### config.mk
export PLATFORM = sky130hd
export DESIGN_NAME = interrupt_controller_flat
export DESIGN_NICKNAME = d
export VERILOG_FILES = /design/src/io_pkg.sv /design/src/io_bus_if.sv /design/src/interrupt_controller.sv /design/src/flat_wrapper.sv
export VERILOG_INCLUDE_DIRS = /design/src
export SDC_FILE = /design/constraint.sdc
export NUM_CORES = 1
export LEC_CHECK = 0
export BUFFER_PORTS_ARGS = -buffer_cell sky130_fd_sc_hd__buf_2
export CAP_MARGIN = 15
export CORE_ASPECT_RATIO = 1.75
export CORE_UTILIZATION = 38
export DETAILED_ROUTE_END_ITERATION = 7
export GPL_TIMING_DRIVEN = 0
export PLACE_DENSITY = 0.95
export RECOVER_POWER = 50
export SLEW_MARGIN = 10
export SYNTH_ARGS = -nofsm -noshare
export SYNTH_HDL_FRONTEND = slang
export SYNTH_SLANG_ARGS = --single-unit
### constraint.sdc
create_clock -name clk -period 3 [get_ports clk]
set_clock_uncertainty 0.1 [all_clocks]
set_input_delay 0.3 -clock clk [delete_from_list [all_inputs] [get_ports clk]]
set_output_delay 0.3 -clock clk [all_outputs]
set_load 0.02 [all_outputs]
### src/io_config.svh
/*
 * I/O subsystem configuration
 * Core, thread and event counts plus base addresses of the internal
 * devices on the non-cacheable I/O bus
 */
`ifndef IO_CONFIG_SVH
`define IO_CONFIG_SVH

// Requesting cores and their hardware threads
`define NUM_CORES 4
`define THREADS_PER_CORE 2
`define TOTAL_THREADS (`NUM_CORES * `THREADS_PER_CORE)

// Must hold any index below NUM_CORES
`define CORE_ID_WIDTH 2

// One counter per event line
`define NUM_PERF_EVENTS 4

// Interrupt controller, enable mask at base, pending mask at base + 4
`define IC_BASE_ADDRESS 'h60

// Counter i sits at base + 4 * i
`define PERF_BASE_ADDRESS 'h120

`endif

### src/io_pkg.sv
/*
 * I/O package
 * Data word, core index and request/response packet types shared by
 * the arbiter, the devices and the top level
 */
`include "io_config.svh"

package io_pkg;

	// One data or address word
	typedef logic [31:0] scalar_t;

	typedef logic [`CORE_ID_WIDTH-1:0] core_id_t;

	// Non-cacheable request from one core
	typedef struct packed {
		logic valid;
		logic store;
		scalar_t address;
		scalar_t write_data;
	} ioreq_packet_t;

	// Shared response, tagged with the requesting core
	typedef struct packed {
		logic valid;
		core_id_t core;
		scalar_t read_value;
	} iorsp_packet_t;

	// Which device answers the current read
	typedef enum logic [1:0] {
		IO_PERF_COUNTERS,
		IO_INT_CONTROLLER,
		IO_EXTERNAL
	} io_read_source_t;

endpackage

### src/io_bus_if.sv
/*
 * Internal I/O bus
 * Single-cycle read and write strobes from the arbiter to the devices,
 * with the muxed read data returned to the arbiter
 */
`timescale 1ns/1ps

interface io_bus_if;

	import io_pkg::*;

	logic write_en;
	logic read_en;
	scalar_t address;
	scalar_t write_data;
	// Driven by the top-level read mux
	scalar_t read_data;

	modport master(
		output write_en,
		output read_en,
		output address,
		output write_data,
		input read_data);

	// Devices answer on their own ports
	modport device(
		input write_en,
		input read_en,
		input address,
		input write_data);

endinterface

### src/interrupt_controller.sv
/*
 * Interrupt controller
 * Per-thread pending state gated by a writable enable mask, cleared by
 * the threads' acknowledge lines, both masks readable over the I/O bus
 */
`timescale 1ns/1ps
`include "io_config.svh"

module interrupt_controller(
	input clk,
	input rst_n,
	io_bus_if.device io_bus,
	output io_pkg::scalar_t io_read_data,
	input [`TOTAL_THREADS-1:0] interrupt_req,
	input [`TOTAL_THREADS-1:0] wb_interrupt_ack,
	output logic [`TOTAL_THREADS-1:0] ic_thread_en,
	output logic [`TOTAL_THREADS-1:0] ic_interrupt_pending);

	import io_pkg::*;

	localparam scalar_t ENABLE_ADDRESS = scalar_t'(`IC_BASE_ADDRESS);
	localparam scalar_t PENDING_ADDRESS = scalar_t'(`IC_BASE_ADDRESS + 4);

	logic [`TOTAL_THREADS-1:0] pending_next;

	// Ack wins over a new request in the same cycle
	assign pending_next = (ic_interrupt_pending | (interrupt_req & ic_thread_en))
		& ~wb_interrupt_ack;

	always_ff @(posedge clk)
	begin
		if (!rst_n)
		begin
			// All threads enabled out of reset
			ic_thread_en <= '1;
			ic_interrupt_pending <= '0;
		end
		else
		begin
			if (io_bus.write_en && io_bus.address == ENABLE_ADDRESS)
				ic_thread_en <= io_bus.write_data[`TOTAL_THREADS-1:0];
			ic_interrupt_pending <= pending_next;
		end
	end

	// Read data valid the cycle after read_en
	always_ff @(posedge clk)
	begin
		if (io_bus.read_en)
		begin
			case (io_bus.address)
				ENABLE_ADDRESS: io_read_data <= scalar_t'(ic_thread_en);
				PENDING_ADDRESS: io_read_data <= scalar_t'(ic_interrupt_pending);
				default: io_read_data <= '0;
			endcase
		end
	end

	// Arbiter issues only one kind of strobe per cycle
	assert property (@(posedge clk) disable iff (!rst_n)
		!(io_bus.read_en && io_bus.write_en));

endmodule

### src/flat_wrapper.sv
// flat-port wrapper written by rule: the top's interface ports become plain ports
module interrupt_controller_flat import io_pkg::*;
  (clk, rst_n, io_read_data, interrupt_req, wb_interrupt_ack, ic_thread_en, ic_interrupt_pending, io_bus_write_en, io_bus_read_en, io_bus_address, io_bus_write_data);
  io_bus_if io_bus_i ();
  input clk;
  input rst_n;
  output io_pkg::scalar_t io_read_data;
  input [`TOTAL_THREADS-1:0] interrupt_req;
  input [`TOTAL_THREADS-1:0] wb_interrupt_ack;
  output logic [`TOTAL_THREADS-1:0] ic_thread_en;
  output logic [`TOTAL_THREADS-1:0] ic_interrupt_pending;
  input wire logic [$bits(io_bus_i.write_en)-1:0] io_bus_write_en;
  input wire logic [$bits(io_bus_i.read_en)-1:0] io_bus_read_en;
  input wire logic [$bits(io_bus_i.address)-1:0] io_bus_address;
  input wire logic [$bits(io_bus_i.write_data)-1:0] io_bus_write_data;
  assign io_bus_i.write_en = io_bus_write_en;
  assign io_bus_i.read_en = io_bus_read_en;
  assign io_bus_i.address = io_bus_address;
  assign io_bus_i.write_data = io_bus_write_data;
  interrupt_controller u_core (.clk(clk), .rst_n(rst_n), .io_bus(io_bus_i), .io_read_data(io_read_data), .interrupt_req(interrupt_req), .wb_interrupt_ack(wb_interrupt_ack), .ic_thread_en(ic_thread_en), .ic_interrupt_pending(ic_interrupt_pending));
endmodule
==> flow_summary.json <==
{
  "drt-total-wl_um": 3020,
  "vias": 1257,
  "worstSkewPairLatency_ns": 0.26,
  "maxCapViolCount": 0,
  "yosysUniqueCellTypes": 25,
  "clk_pin_slew_ns": 0.08,
  "leakage_nw": 0.920,
  "switching_share_pct": 23.5,
  "wire_per_inst_um": 10.8,
  "fin_nets": 318,
  "drive_above_1_share_pct": 46.4,
  "synth_cells": 124,
  "cp.required_ns": 3.02,
  "ant_nets": 0,
  "die_x_um": 46.8,
  "grt_max_degree": 15,
  "vdd_ir_drop_max_v": 0.000278,
  "fin_util_pct": 57.7,
  "cts_tree": "done",
  "clk_path_buf_depth": 2,
  "cellInternalPower_uw": 590,
  "viasPerCell": 4.52,
  "worstPathMaxFanout": 10,
  "io_buffer_count": 82,
  "grt_pass1_vias": 1161,
  "worstSetupEndpointType": "flop",
  "final.min_clock_period_ns": 1.62,
  "final_common_cell": "buf_2",
  "hold_class": "in2reg",
  "fmax_mhz": 616,
  "io_pins": 132,
  "grt.overflow.total": 0,
  "place_congestion": 0.700,
  "status": "complete, no violations",
  "switchingPower_uw": 181,
  "drt_iter0_drc": 11,
  "placementRows": 28,
  "grtUsageTotal_pct": 16.5,
  "synth.cell_area_um2": 1330,
  "drc_errors": 0,
  "synth_area_per_cell_um2": 10.7,
  "post-route-period-util_pct": 54.1,
  "maxSlewViolCount": 0,
  "start_util_pct": 39.6,
  "p_comb_share_pct": 19.6,
  "cts_buffers": 3,
  "cts_resized": 0,
  "power_density_nw_per_um2": 398,
  "layout.area.seq_um2": 561,
  "ys_seq_area_share_pct": 42.1,
  "hold_viol_final": 0,
  "root_buffer": "clkbuf_8",
  "fillers": 329,
  "crit_arrival_ns": 1.65,
  "clock-sinks": 24,
  "htree_levels": 1,
  "grt_pass1_wl_um": 4570,
  "setup_viol": 0,
  "rsz0062_at_grt": "false",
  "drt_pass1_iterations": 2,
  "multi_input_area_um2": 636,
  "diodes": 0,
  "hpwl_um": 2650,
  "synth.ff_latch_count": 24,
  "setup_tns_ns": 0,
  "fp.dieArea_um2": 3760,
  "antenna_found_initial": 0,
  "core_area_um2": 3360,
  "layout_common_cells": "buf_2 (69), buf_4 (24), conb_1 (24)",
  "critPathLaunchType": "primary input",
  "die_h_um": 80.3,
  "ys_warn_count": 0,
  "area_growth_pct": 45.5,
  "seqPwrFrac_pct": 45.1,
  "post_cts_buffers": 0,
  "clkPwrFrac_pct": 35.3,
  "holdBufCountCts": 0,
  "crit_type": "in2reg"
}
## layer usage
layer  vias up  wire, um  GRT usage (%)  share of wire (%)
met1       553       956           14.0                 32
met5         -         0              0                  0
li1        620         -              -                  -
met4         0        41           6.00                1.4
met3         4       279           2.47                9.3
met2        80      1740           34.0                 58
## worst paths after layout
path	slack [ns]	cells past startpoint	startpoint	end
worst max register to register	2.10	2	u_core.ic_thread_en[2]	u_core.io_read_data[2]
worst min-delay path	0.09	2	wb_interrupt_ack[0]	u_core.ic_interrupt_pending[0]
worst max-delay path	1.38	7	io_bus_address[23]	u_core.io_read_data[4]
worst min register to register	0.42	2	u_core.ic_interrupt_pending[1]	u_core.ic_interrupt_pending[1]
## through the flow
step | instances | setup slack [ns] | hold slack (ns) | power, mW | cell area, um2
3_3_place_gp | 274 | 1.10 | 0.361 | 0.505 | 1890
4_1_cts | 278 | 1.36 | 0.0840 | 0.777 | 1960
2_1_floorplan | 147 | 1.37 | 0.276 | 0.447 | 1420
3_5_place_dp | 274 | 1.09 | 0.365 | 0.508 | 1890
5_1_grt | 278 | 1.20 | 0.0753 | 0.805 | 1940
6_report | 278 | 1.38 | 0.0858 | 0.772 | 1940
## power groups by stage
stage | Clock (mW) | Sequential (mW) | Combinational [mW]
6_report | 0.273 | 0.348 | 0.151
2_1_floorplan | 0 | 0.367 | 0.0800
4_1_cts | 0.276 | 0.348 | 0.153
3_3_place_gp | 0 | 0.355 | 0.149
5_1_grt | 0.292 | 0.349 | 0.163
3_5_place_dp | 0 | 0.356 | 0.152
## Yosys cell counts (all sizes together)
cell type	number	area share, %
o31ai	8	4.5
edfxtp	8	18
mux2i	8	6.0
nand4	2	2.5
or2	1	0.47
clkbuf	1	0.28
nor4	5	6.0
nand2b	1	0.47
dfxtp	16	24
nor2	8	2.3
conb	1	0.28
o211ai	8	4.5
nor2b	1	0.47
a21oi	8	3.0
buf	29	16
nor4b	2	3.6
nor3b	8	4.5
nand2	8	2.3
nor3	1	0.38
## cell type report
| class | count | area share, % |
|---|---|---|
| tap | 45 | 2.90 |
| timing repair buffer | 82 | 20.3 |
| multi-input combinational | 93 | 32.8 |
| sequential | 24 | 28.9 |
| buffer | 30 | 11.5 |
| clock inverter | 1 | 1.55 |
| clock buffer | 3 | 2.13 |
## kinds of logic after synthesis
family                 Yosys count  share of synthesized area (%)
flip-flops                      24                           42.1
AO/OA/AOI/OAI                   24                           12.0
AND/OR/NAND/NOR                 37                           22.9
multiplexers                     8                           6.01
other                            1                          0.281
buffers and inverters           30                           16.7
## state kept, by name, indices dropped and copies added, names as in the netlist
name                         flops
u_core.io_read_data              8
u_core.ic_thread_en              8
u_core.ic_interrupt_pending      8
## worst max-delay path: stages
cell and delay, ns:
buf_2 0.10, nor4_2 0.29, nand4_2 0.28, or2_1 0.30
buf_6 0.14, buf_8 0.13, nor2_1 0.10
Power figures use the tool's default switching activity.
