[config.mk]
export PLATFORM = sky130hd
export DESIGN_NAME = performance_counters_flat
export DESIGN_NICKNAME = d
export VERILOG_FILES = /design/src/io_pkg.sv /design/src/io_bus_if.sv /design/src/performance_counters.sv /design/src/flat_wrapper.sv
export VERILOG_INCLUDE_DIRS = /design/src
export SDC_FILE = /design/constraint.sdc
export NUM_CORES = 1
export LEC_CHECK = 0
export ABC_CLOCK_PERIOD_IN_PS = 3050
export BUFFER_PORTS_ARGS = -buffer_cell sky130_fd_sc_hd__buf_4
export CORE_UTILIZATION = 35
export DETAILED_ROUTE_END_ITERATION = 8
export HOLD_SLACK_MARGIN = 0.06
export PLACE_DENSITY = 0.61
export SLEW_MARGIN = 20
export SYNTH_ARGS = -nofsm -noshare
export SYNTH_HDL_FRONTEND = slang
export SYNTH_SLANG_ARGS = --single-unit
[constraint.sdc]
create_clock -name clk -period 3.05 [get_ports clk]
set_input_delay 0.305 -clock clk [delete_from_list [all_inputs] [get_ports clk]]
set_output_delay 0.305 -clock clk [all_outputs]
set_load 0.02 [all_outputs]
[src/io_config.svh]
/*
 * I/O subsystem configuration
 * Core, thread and event counts plus base addresses of the internal
 * devices on the non-cacheable I/O bus
 */
`ifndef IO_CONFIG_SVH
`define IO_CONFIG_SVH

// Requesting cores and their hardware threads
`define NUM_CORES 4
`define THREADS_PER_CORE 2
`define TOTAL_THREADS (`NUM_CORES * `THREADS_PER_CORE)

// Must hold any index below NUM_CORES
`define CORE_ID_WIDTH 2

// One counter per event line
`define NUM_PERF_EVENTS 4

// Interrupt controller, enable mask at base, pending mask at base + 4
`define IC_BASE_ADDRESS 'h60

// Counter i sits at base + 4 * i
`define PERF_BASE_ADDRESS 'h120

`endif

[src/io_pkg.sv]
/*
 * I/O package
 * Data word, core index and request/response packet types shared by
 * the arbiter, the devices and the top level
 */
`include "io_config.svh"

package io_pkg;

	// One data or address word
	typedef logic [31:0] scalar_t;

	typedef logic [`CORE_ID_WIDTH-1:0] core_id_t;

	// Non-cacheable request from one core
	typedef struct packed {
		logic valid;
		logic store;
		scalar_t address;
		scalar_t write_data;
	} ioreq_packet_t;

	// Shared response, tagged with the requesting core
	typedef struct packed {
		logic valid;
		core_id_t core;
		scalar_t read_value;
	} iorsp_packet_t;

	// Which device answers the current read
	typedef enum logic [1:0] {
		IO_PERF_COUNTERS,
		IO_INT_CONTROLLER,
		IO_EXTERNAL
	} io_read_source_t;

endpackage

[src/io_bus_if.sv]
/*
 * Internal I/O bus
 * Single-cycle read and write strobes from the arbiter to the devices,
 * with the muxed read data returned to the arbiter
 */
`timescale 1ns/1ps

interface io_bus_if;

	import io_pkg::*;

	logic write_en;
	logic read_en;
	scalar_t address;
	scalar_t write_data;
	// Driven by the top-level read mux
	scalar_t read_data;

	modport master(
		output write_en,
		output read_en,
		output address,
		output write_data,
		input read_data);

	// Devices answer on their own ports
	modport device(
		input write_en,
		input read_en,
		input address,
		input write_data);

endinterface

[src/performance_counters.sv]
/*
 * Performance counters
 * One free-running 32-bit counter per event line, each readable at
 * its own word address on the I/O bus
 */
`timescale 1ns/1ps
`include "io_config.svh"

module performance_counters(
	input clk,
	input rst_n,
	io_bus_if.device io_bus,
	input [`NUM_PERF_EVENTS-1:0] perf_events,
	output io_pkg::scalar_t io_read_data);

	import io_pkg::*;

	localparam scalar_t BASE_ADDRESS = scalar_t'(`PERF_BASE_ADDRESS);

	scalar_t event_count[`NUM_PERF_EVENTS];
	scalar_t read_value;

	// Count every cycle the line is high, visible a cycle later
	always_ff @(posedge clk)
	begin
		if (!rst_n)
		begin
			for (int i = 0; i < `NUM_PERF_EVENTS; i++)
				event_count[i] <= '0;
		end
		else
		begin
			for (int i = 0; i < `NUM_PERF_EVENTS; i++)
			begin
				if (perf_events[i])
					event_count[i] <= event_count[i] + 1'b1;
			end
		end
	end

	// Address decode, unknown offsets read as zero
	always_comb
	begin
		read_value = '0;
		for (int i = 0; i < `NUM_PERF_EVENTS; i++)
		begin
			if (io_bus.address == BASE_ADDRESS + scalar_t'(4 * i))
				read_value = event_count[i];
		end
	end

	// Writes from the bus have no effect here
	always_ff @(posedge clk)
	begin
		if (io_bus.read_en)
			io_read_data <= read_value;
	end

endmodule

[src/flat_wrapper.sv]
// flat-port wrapper written by rule: the top's interface ports become plain ports
module performance_counters_flat import io_pkg::*;
  (clk, rst_n, perf_events, io_read_data, io_bus_write_en, io_bus_read_en, io_bus_address, io_bus_write_data);
  io_bus_if io_bus_i ();
  input clk;
  input rst_n;
  input [`NUM_PERF_EVENTS-1:0] perf_events;
  output io_pkg::scalar_t io_read_data;
  input wire logic [$bits(io_bus_i.write_en)-1:0] io_bus_write_en;
  input wire logic [$bits(io_bus_i.read_en)-1:0] io_bus_read_en;
  input wire logic [$bits(io_bus_i.address)-1:0] io_bus_address;
  input wire logic [$bits(io_bus_i.write_data)-1:0] io_bus_write_data;
  assign io_bus_i.write_en = io_bus_write_en;
  assign io_bus_i.read_en = io_bus_read_en;
  assign io_bus_i.address = io_bus_address;
  assign io_bus_i.write_data = io_bus_write_data;
  performance_counters u_core (.clk(clk), .rst_n(rst_n), .io_bus(io_bus_i), .perf_events(perf_events), .io_read_data(io_read_data));
endmodule
==> key figures <==
Timing
  – Slew margin rel.: about 37%
  – Setup Skew: 0.01508 ns
  – RSZ-0062 raised after global routing: no
  – Fmax: 388.5 MHz
  – Max-slew violation count: 0
  – Slew @ Worst Pin: between 0.9 and 1 ns
  – Final count of hold timing violations: 0
  – Min setup slack post-route: around 0.48 ns
  – Final Cycle Share: 84.39%
  – Finish-stage setup viols: 0
  – Fin Setup TNS: 0 ns
  – Final Critical Period: about 2.6 ns

Worst hold path
  – Worst hold path cell count: 2
  – Worst min path class: input pin to flip-flop
  – Hold path endpoint: u_core.event_count[1][1]
  – Worst Hold Launch: perf_events[1]

Worst setup path
  – CP startpoint kind: flip-flop
  – FF-to-FF Start: u_core.event_count[3][0]
  – Crit-path slowest cell: or4_1
  – Top cell by count, worst path: or4_1
  – Max FO, Critical Path: 20
  – Critical R2R Capture: u_core.event_count[3][28]
  – Worst Setup End Kind: flip-flop
  – CP Launch Point: u_core.event_count[3][0]
  – CP peak stage delay: a little over 0.8 ns
  – Arr. time, crit path: between 2 and 3 ns
  – Crit-path cells: ha_1 -> nand2_1 -> or4_1 -> or4_1 -> a21oi_1
  – Worst reg2reg setup slack: 0.48 ns
  – WS Path Type: flip-flop to flip-flop
  – Required time worst endpoint: approximately 3.3 ns
  – Worst R2R Path Depth: 5

Global routing
  – Total Routing Usage GR: about 17%
  – Vias in the first global route: 6510
  – Largest net degree at the start of global routing: 33
  – Initial antenna violation count: 0
  – Total global routing overflow: 0
  – First-pass GRT wire length: around 35000 um

Place
  – Placed inst area: roughly 10000 um^2
  – Final Wtd Congestion: ~0.86
  – Hpwl dp: 15810 um
  – Post-Place Worst Slack: between 0.5 and 0.6 ns
  – IO Port Bufs: 70
  – Placed cell count: 1199

Logic synthesis
  – Distinct cells, synth: 40
  – Asr flop ratio synth: 0%
  – Post-synth EDFFs: 160
  – Synthesized area: about 9300 um^2
  – Post-synthesis sequential area ratio: 51.75%
  – Top-area cell type share of the netlist area: between 50 and 60%
  – Syn_nets: ~900
  – Synth Register Bits: 160
  – Mapped Avg Cell Area: approximately 11 um^2
  – Syn Inst Count: slightly above 800
  – Synth area leader: edfxtp_1
  – YS warnings: 0
  – Ranking of synthesized cells by area: edfxtp_1 (52%), mux4_2 (7.5%), or4_1 (3.4%)
  – Top FF cell, synth: edfxtp_1

Power and ir drop
  – Comb pwr share: under 10%
  – Switch share: a little under a quarter
  – Leak: 3.562 nW
  – Sequential power share: roughly half
  – Switch Pwr: around 0.0013 W
  – Int Pwr: 0.004037 W
  – VDD IR-drop max: approximately 0.42 mV
  – Clk pwr share: about two fifths
  – Pwr Density: between 400 and 500 nW/um^2

Floorplanning
  – Die footprint: around 27000 um^2
  – Std-Cell Rows: 59
  – DIE HEIGHT: roughly 160 um
  – I/O pin cnt: 104
  – Core outline area: 26060 um^2
  – Die width: 164.9 um
  – Initial Util: between 30% and 40%

Clocking
  – CTS Hold Bufs: 0
  – H-tree levels: 4
  – Root Buffer: clkbuf_16
  – CTS buffer count: 17
  – Clock transition at the registers of the reported paths: roughly 0.060 ns
  – Skew-Pair Late Insertion Delay: between 0.4 and 0.5 ns
  – Post-CTS Resized: 0
  – CTS tree: done
  – Sink Count: 160
  – Clock tree buffer depth: 2
  – Post-CTS setup buffer count: 0

Drt
  – DR iter-0 viols: around 590
  – WL per Instance: roughly 18 um
  – Vias/cell: 5.795
  – # DRC: 0
  – Via count: between 7k and 8k
  – DRT antenna net count: 0
  – Pre-Repair DR Iteration Count: 5
  – Final wirelength: 22530 um

Final layout
  – Antenna Cells: 0
  – Final Cell Area: 10730 um^2
  – Share of layout cells above drive strength 1: between 10% and 20%
  – Most frequent cells in the layout: edfxtp_1 (160), buf_4 (88), nand2_1 (63), a21oi_1 (60), nor2_1 (58)
  – Commonest non-fill, non-tap cell in the layout: edfxtp_1
  – Fillers: 2470
  – P&R area growth vs syn: 15.58%
  – Post-Layout Cell Count: 1231
  – Nets@finish: about 960

Run
  – Max Cap Viol: 0

Status
  – Status: complete, no violations
[worst max-delay path by stage]
stage                                 to  slack [ns]  cells past startpoint
6_report       u_core.event_count[3][28]        0.48                      5
5_1_grt        u_core.event_count[3][30]        0.34                      5
4_1_cts        u_core.event_count[3][28]        0.47                      5
3_5_place_dp   u_core.event_count[3][28]        0.50                      5
3_3_place_gp   u_core.event_count[3][30]        0.51                      5
2_1_floorplan  u_core.event_count[0][28]        0.88                      6
[synthesized netlist by cell type (4+ instances only)]
library cell / count
buf_1: 6
mux4_2: 31
nor2_1: 58
nor2b_1: 32
buf_2: 5
inv_1: 15
a31oi_1: 11
or4_1: 42
o31ai_1: 34
nand2_1: 63
clkbuf_1: 38
nor4_1: 15
and4_1: 22
nand4_1: 28
nor3_1: 12
and2_1: 6
or3_1: 21
edfxtp_1: 160
a21oi_1: 60
o311ai_0: 5
nand2b_1: 12
xor2_1: 13
ha_1: 4
o21ai_0: 26
and3_1: 10
a41o_1: 11
nand3_1: 42
xnor2_1: 23
mux2i_1: 6
[worst max-delay path, delay by kind of cell (launching register included)]
family,cells,cell delay (ns)
fa+ha+maj,1,0.24
compound gates,1,0.17
simple gates,3,1.56
flops,1,0.44
[power by group through the flow]
stage                     Sequential [W]  Combinational (W)  Clock, W
after floorplan                  0.00272           0.000267         0
after global placement           0.00277           0.000411         0
after detailed placement         0.00277           0.000419         0
after CTS                        0.00273           0.000420   0.00218
after global routing             0.00275           0.000454   0.00226
final                            0.00273           0.000413   0.00215
[per-layer routing]
layer	wire [um]	GRT usage, %
met1	10270	23.72
met2	10460	26.81
met3	1504	2.913
met4	300	5.213
met5	0	0
[sequential cells by signal (all words and copies together) (netlist names)]
register             count
u_core.io_read_data     32
u_core.event_count     128
[layout make-up]
type / instances / area [um^2] / area share [%]
Sequential cell: 160 / 4805 / 44.78
Multi-Input combinational cell: 601 / 4210 / 39.24
Timing Repair Buffer: 88 / 660.6 / 6.157
Clock buffer: 20 / 436.7 / 4.069
Tap cell: 335 / 419.2 / 3.906
Clock inverter: 12 / 142.6 / 1.329
Inverter: 15 / 56.30 / 0.5247
[through the flow]
stage	power [W]	hold slack, ns	utilization, %
2_1_floorplan	0.002988	0.4175	-
3_3_place_gp	0.003179	0.6205	38.95
3_5_place_dp	0.003193	0.6437	38.95
4_1_cts	0.005330	0.2148	41.18
5_1_grt	0.005471	0.2281	41.18
6_report	0.005296	0.2309	41.18
[kinds of logic (layout without fill, tap and decap cells)]
kind of cell	after synthesis	count (layout)	synth area share (%)
compound gates	149	149	9.973
xor+xnor	36	36	3.396
fa+ha+maj	4	4	0.5391
buf+inv	66	135	2.897
flops	160	160	51.75
mux	39	39	8.572
simple gates	373	373	22.87
(Power assumes the default switching activity.)
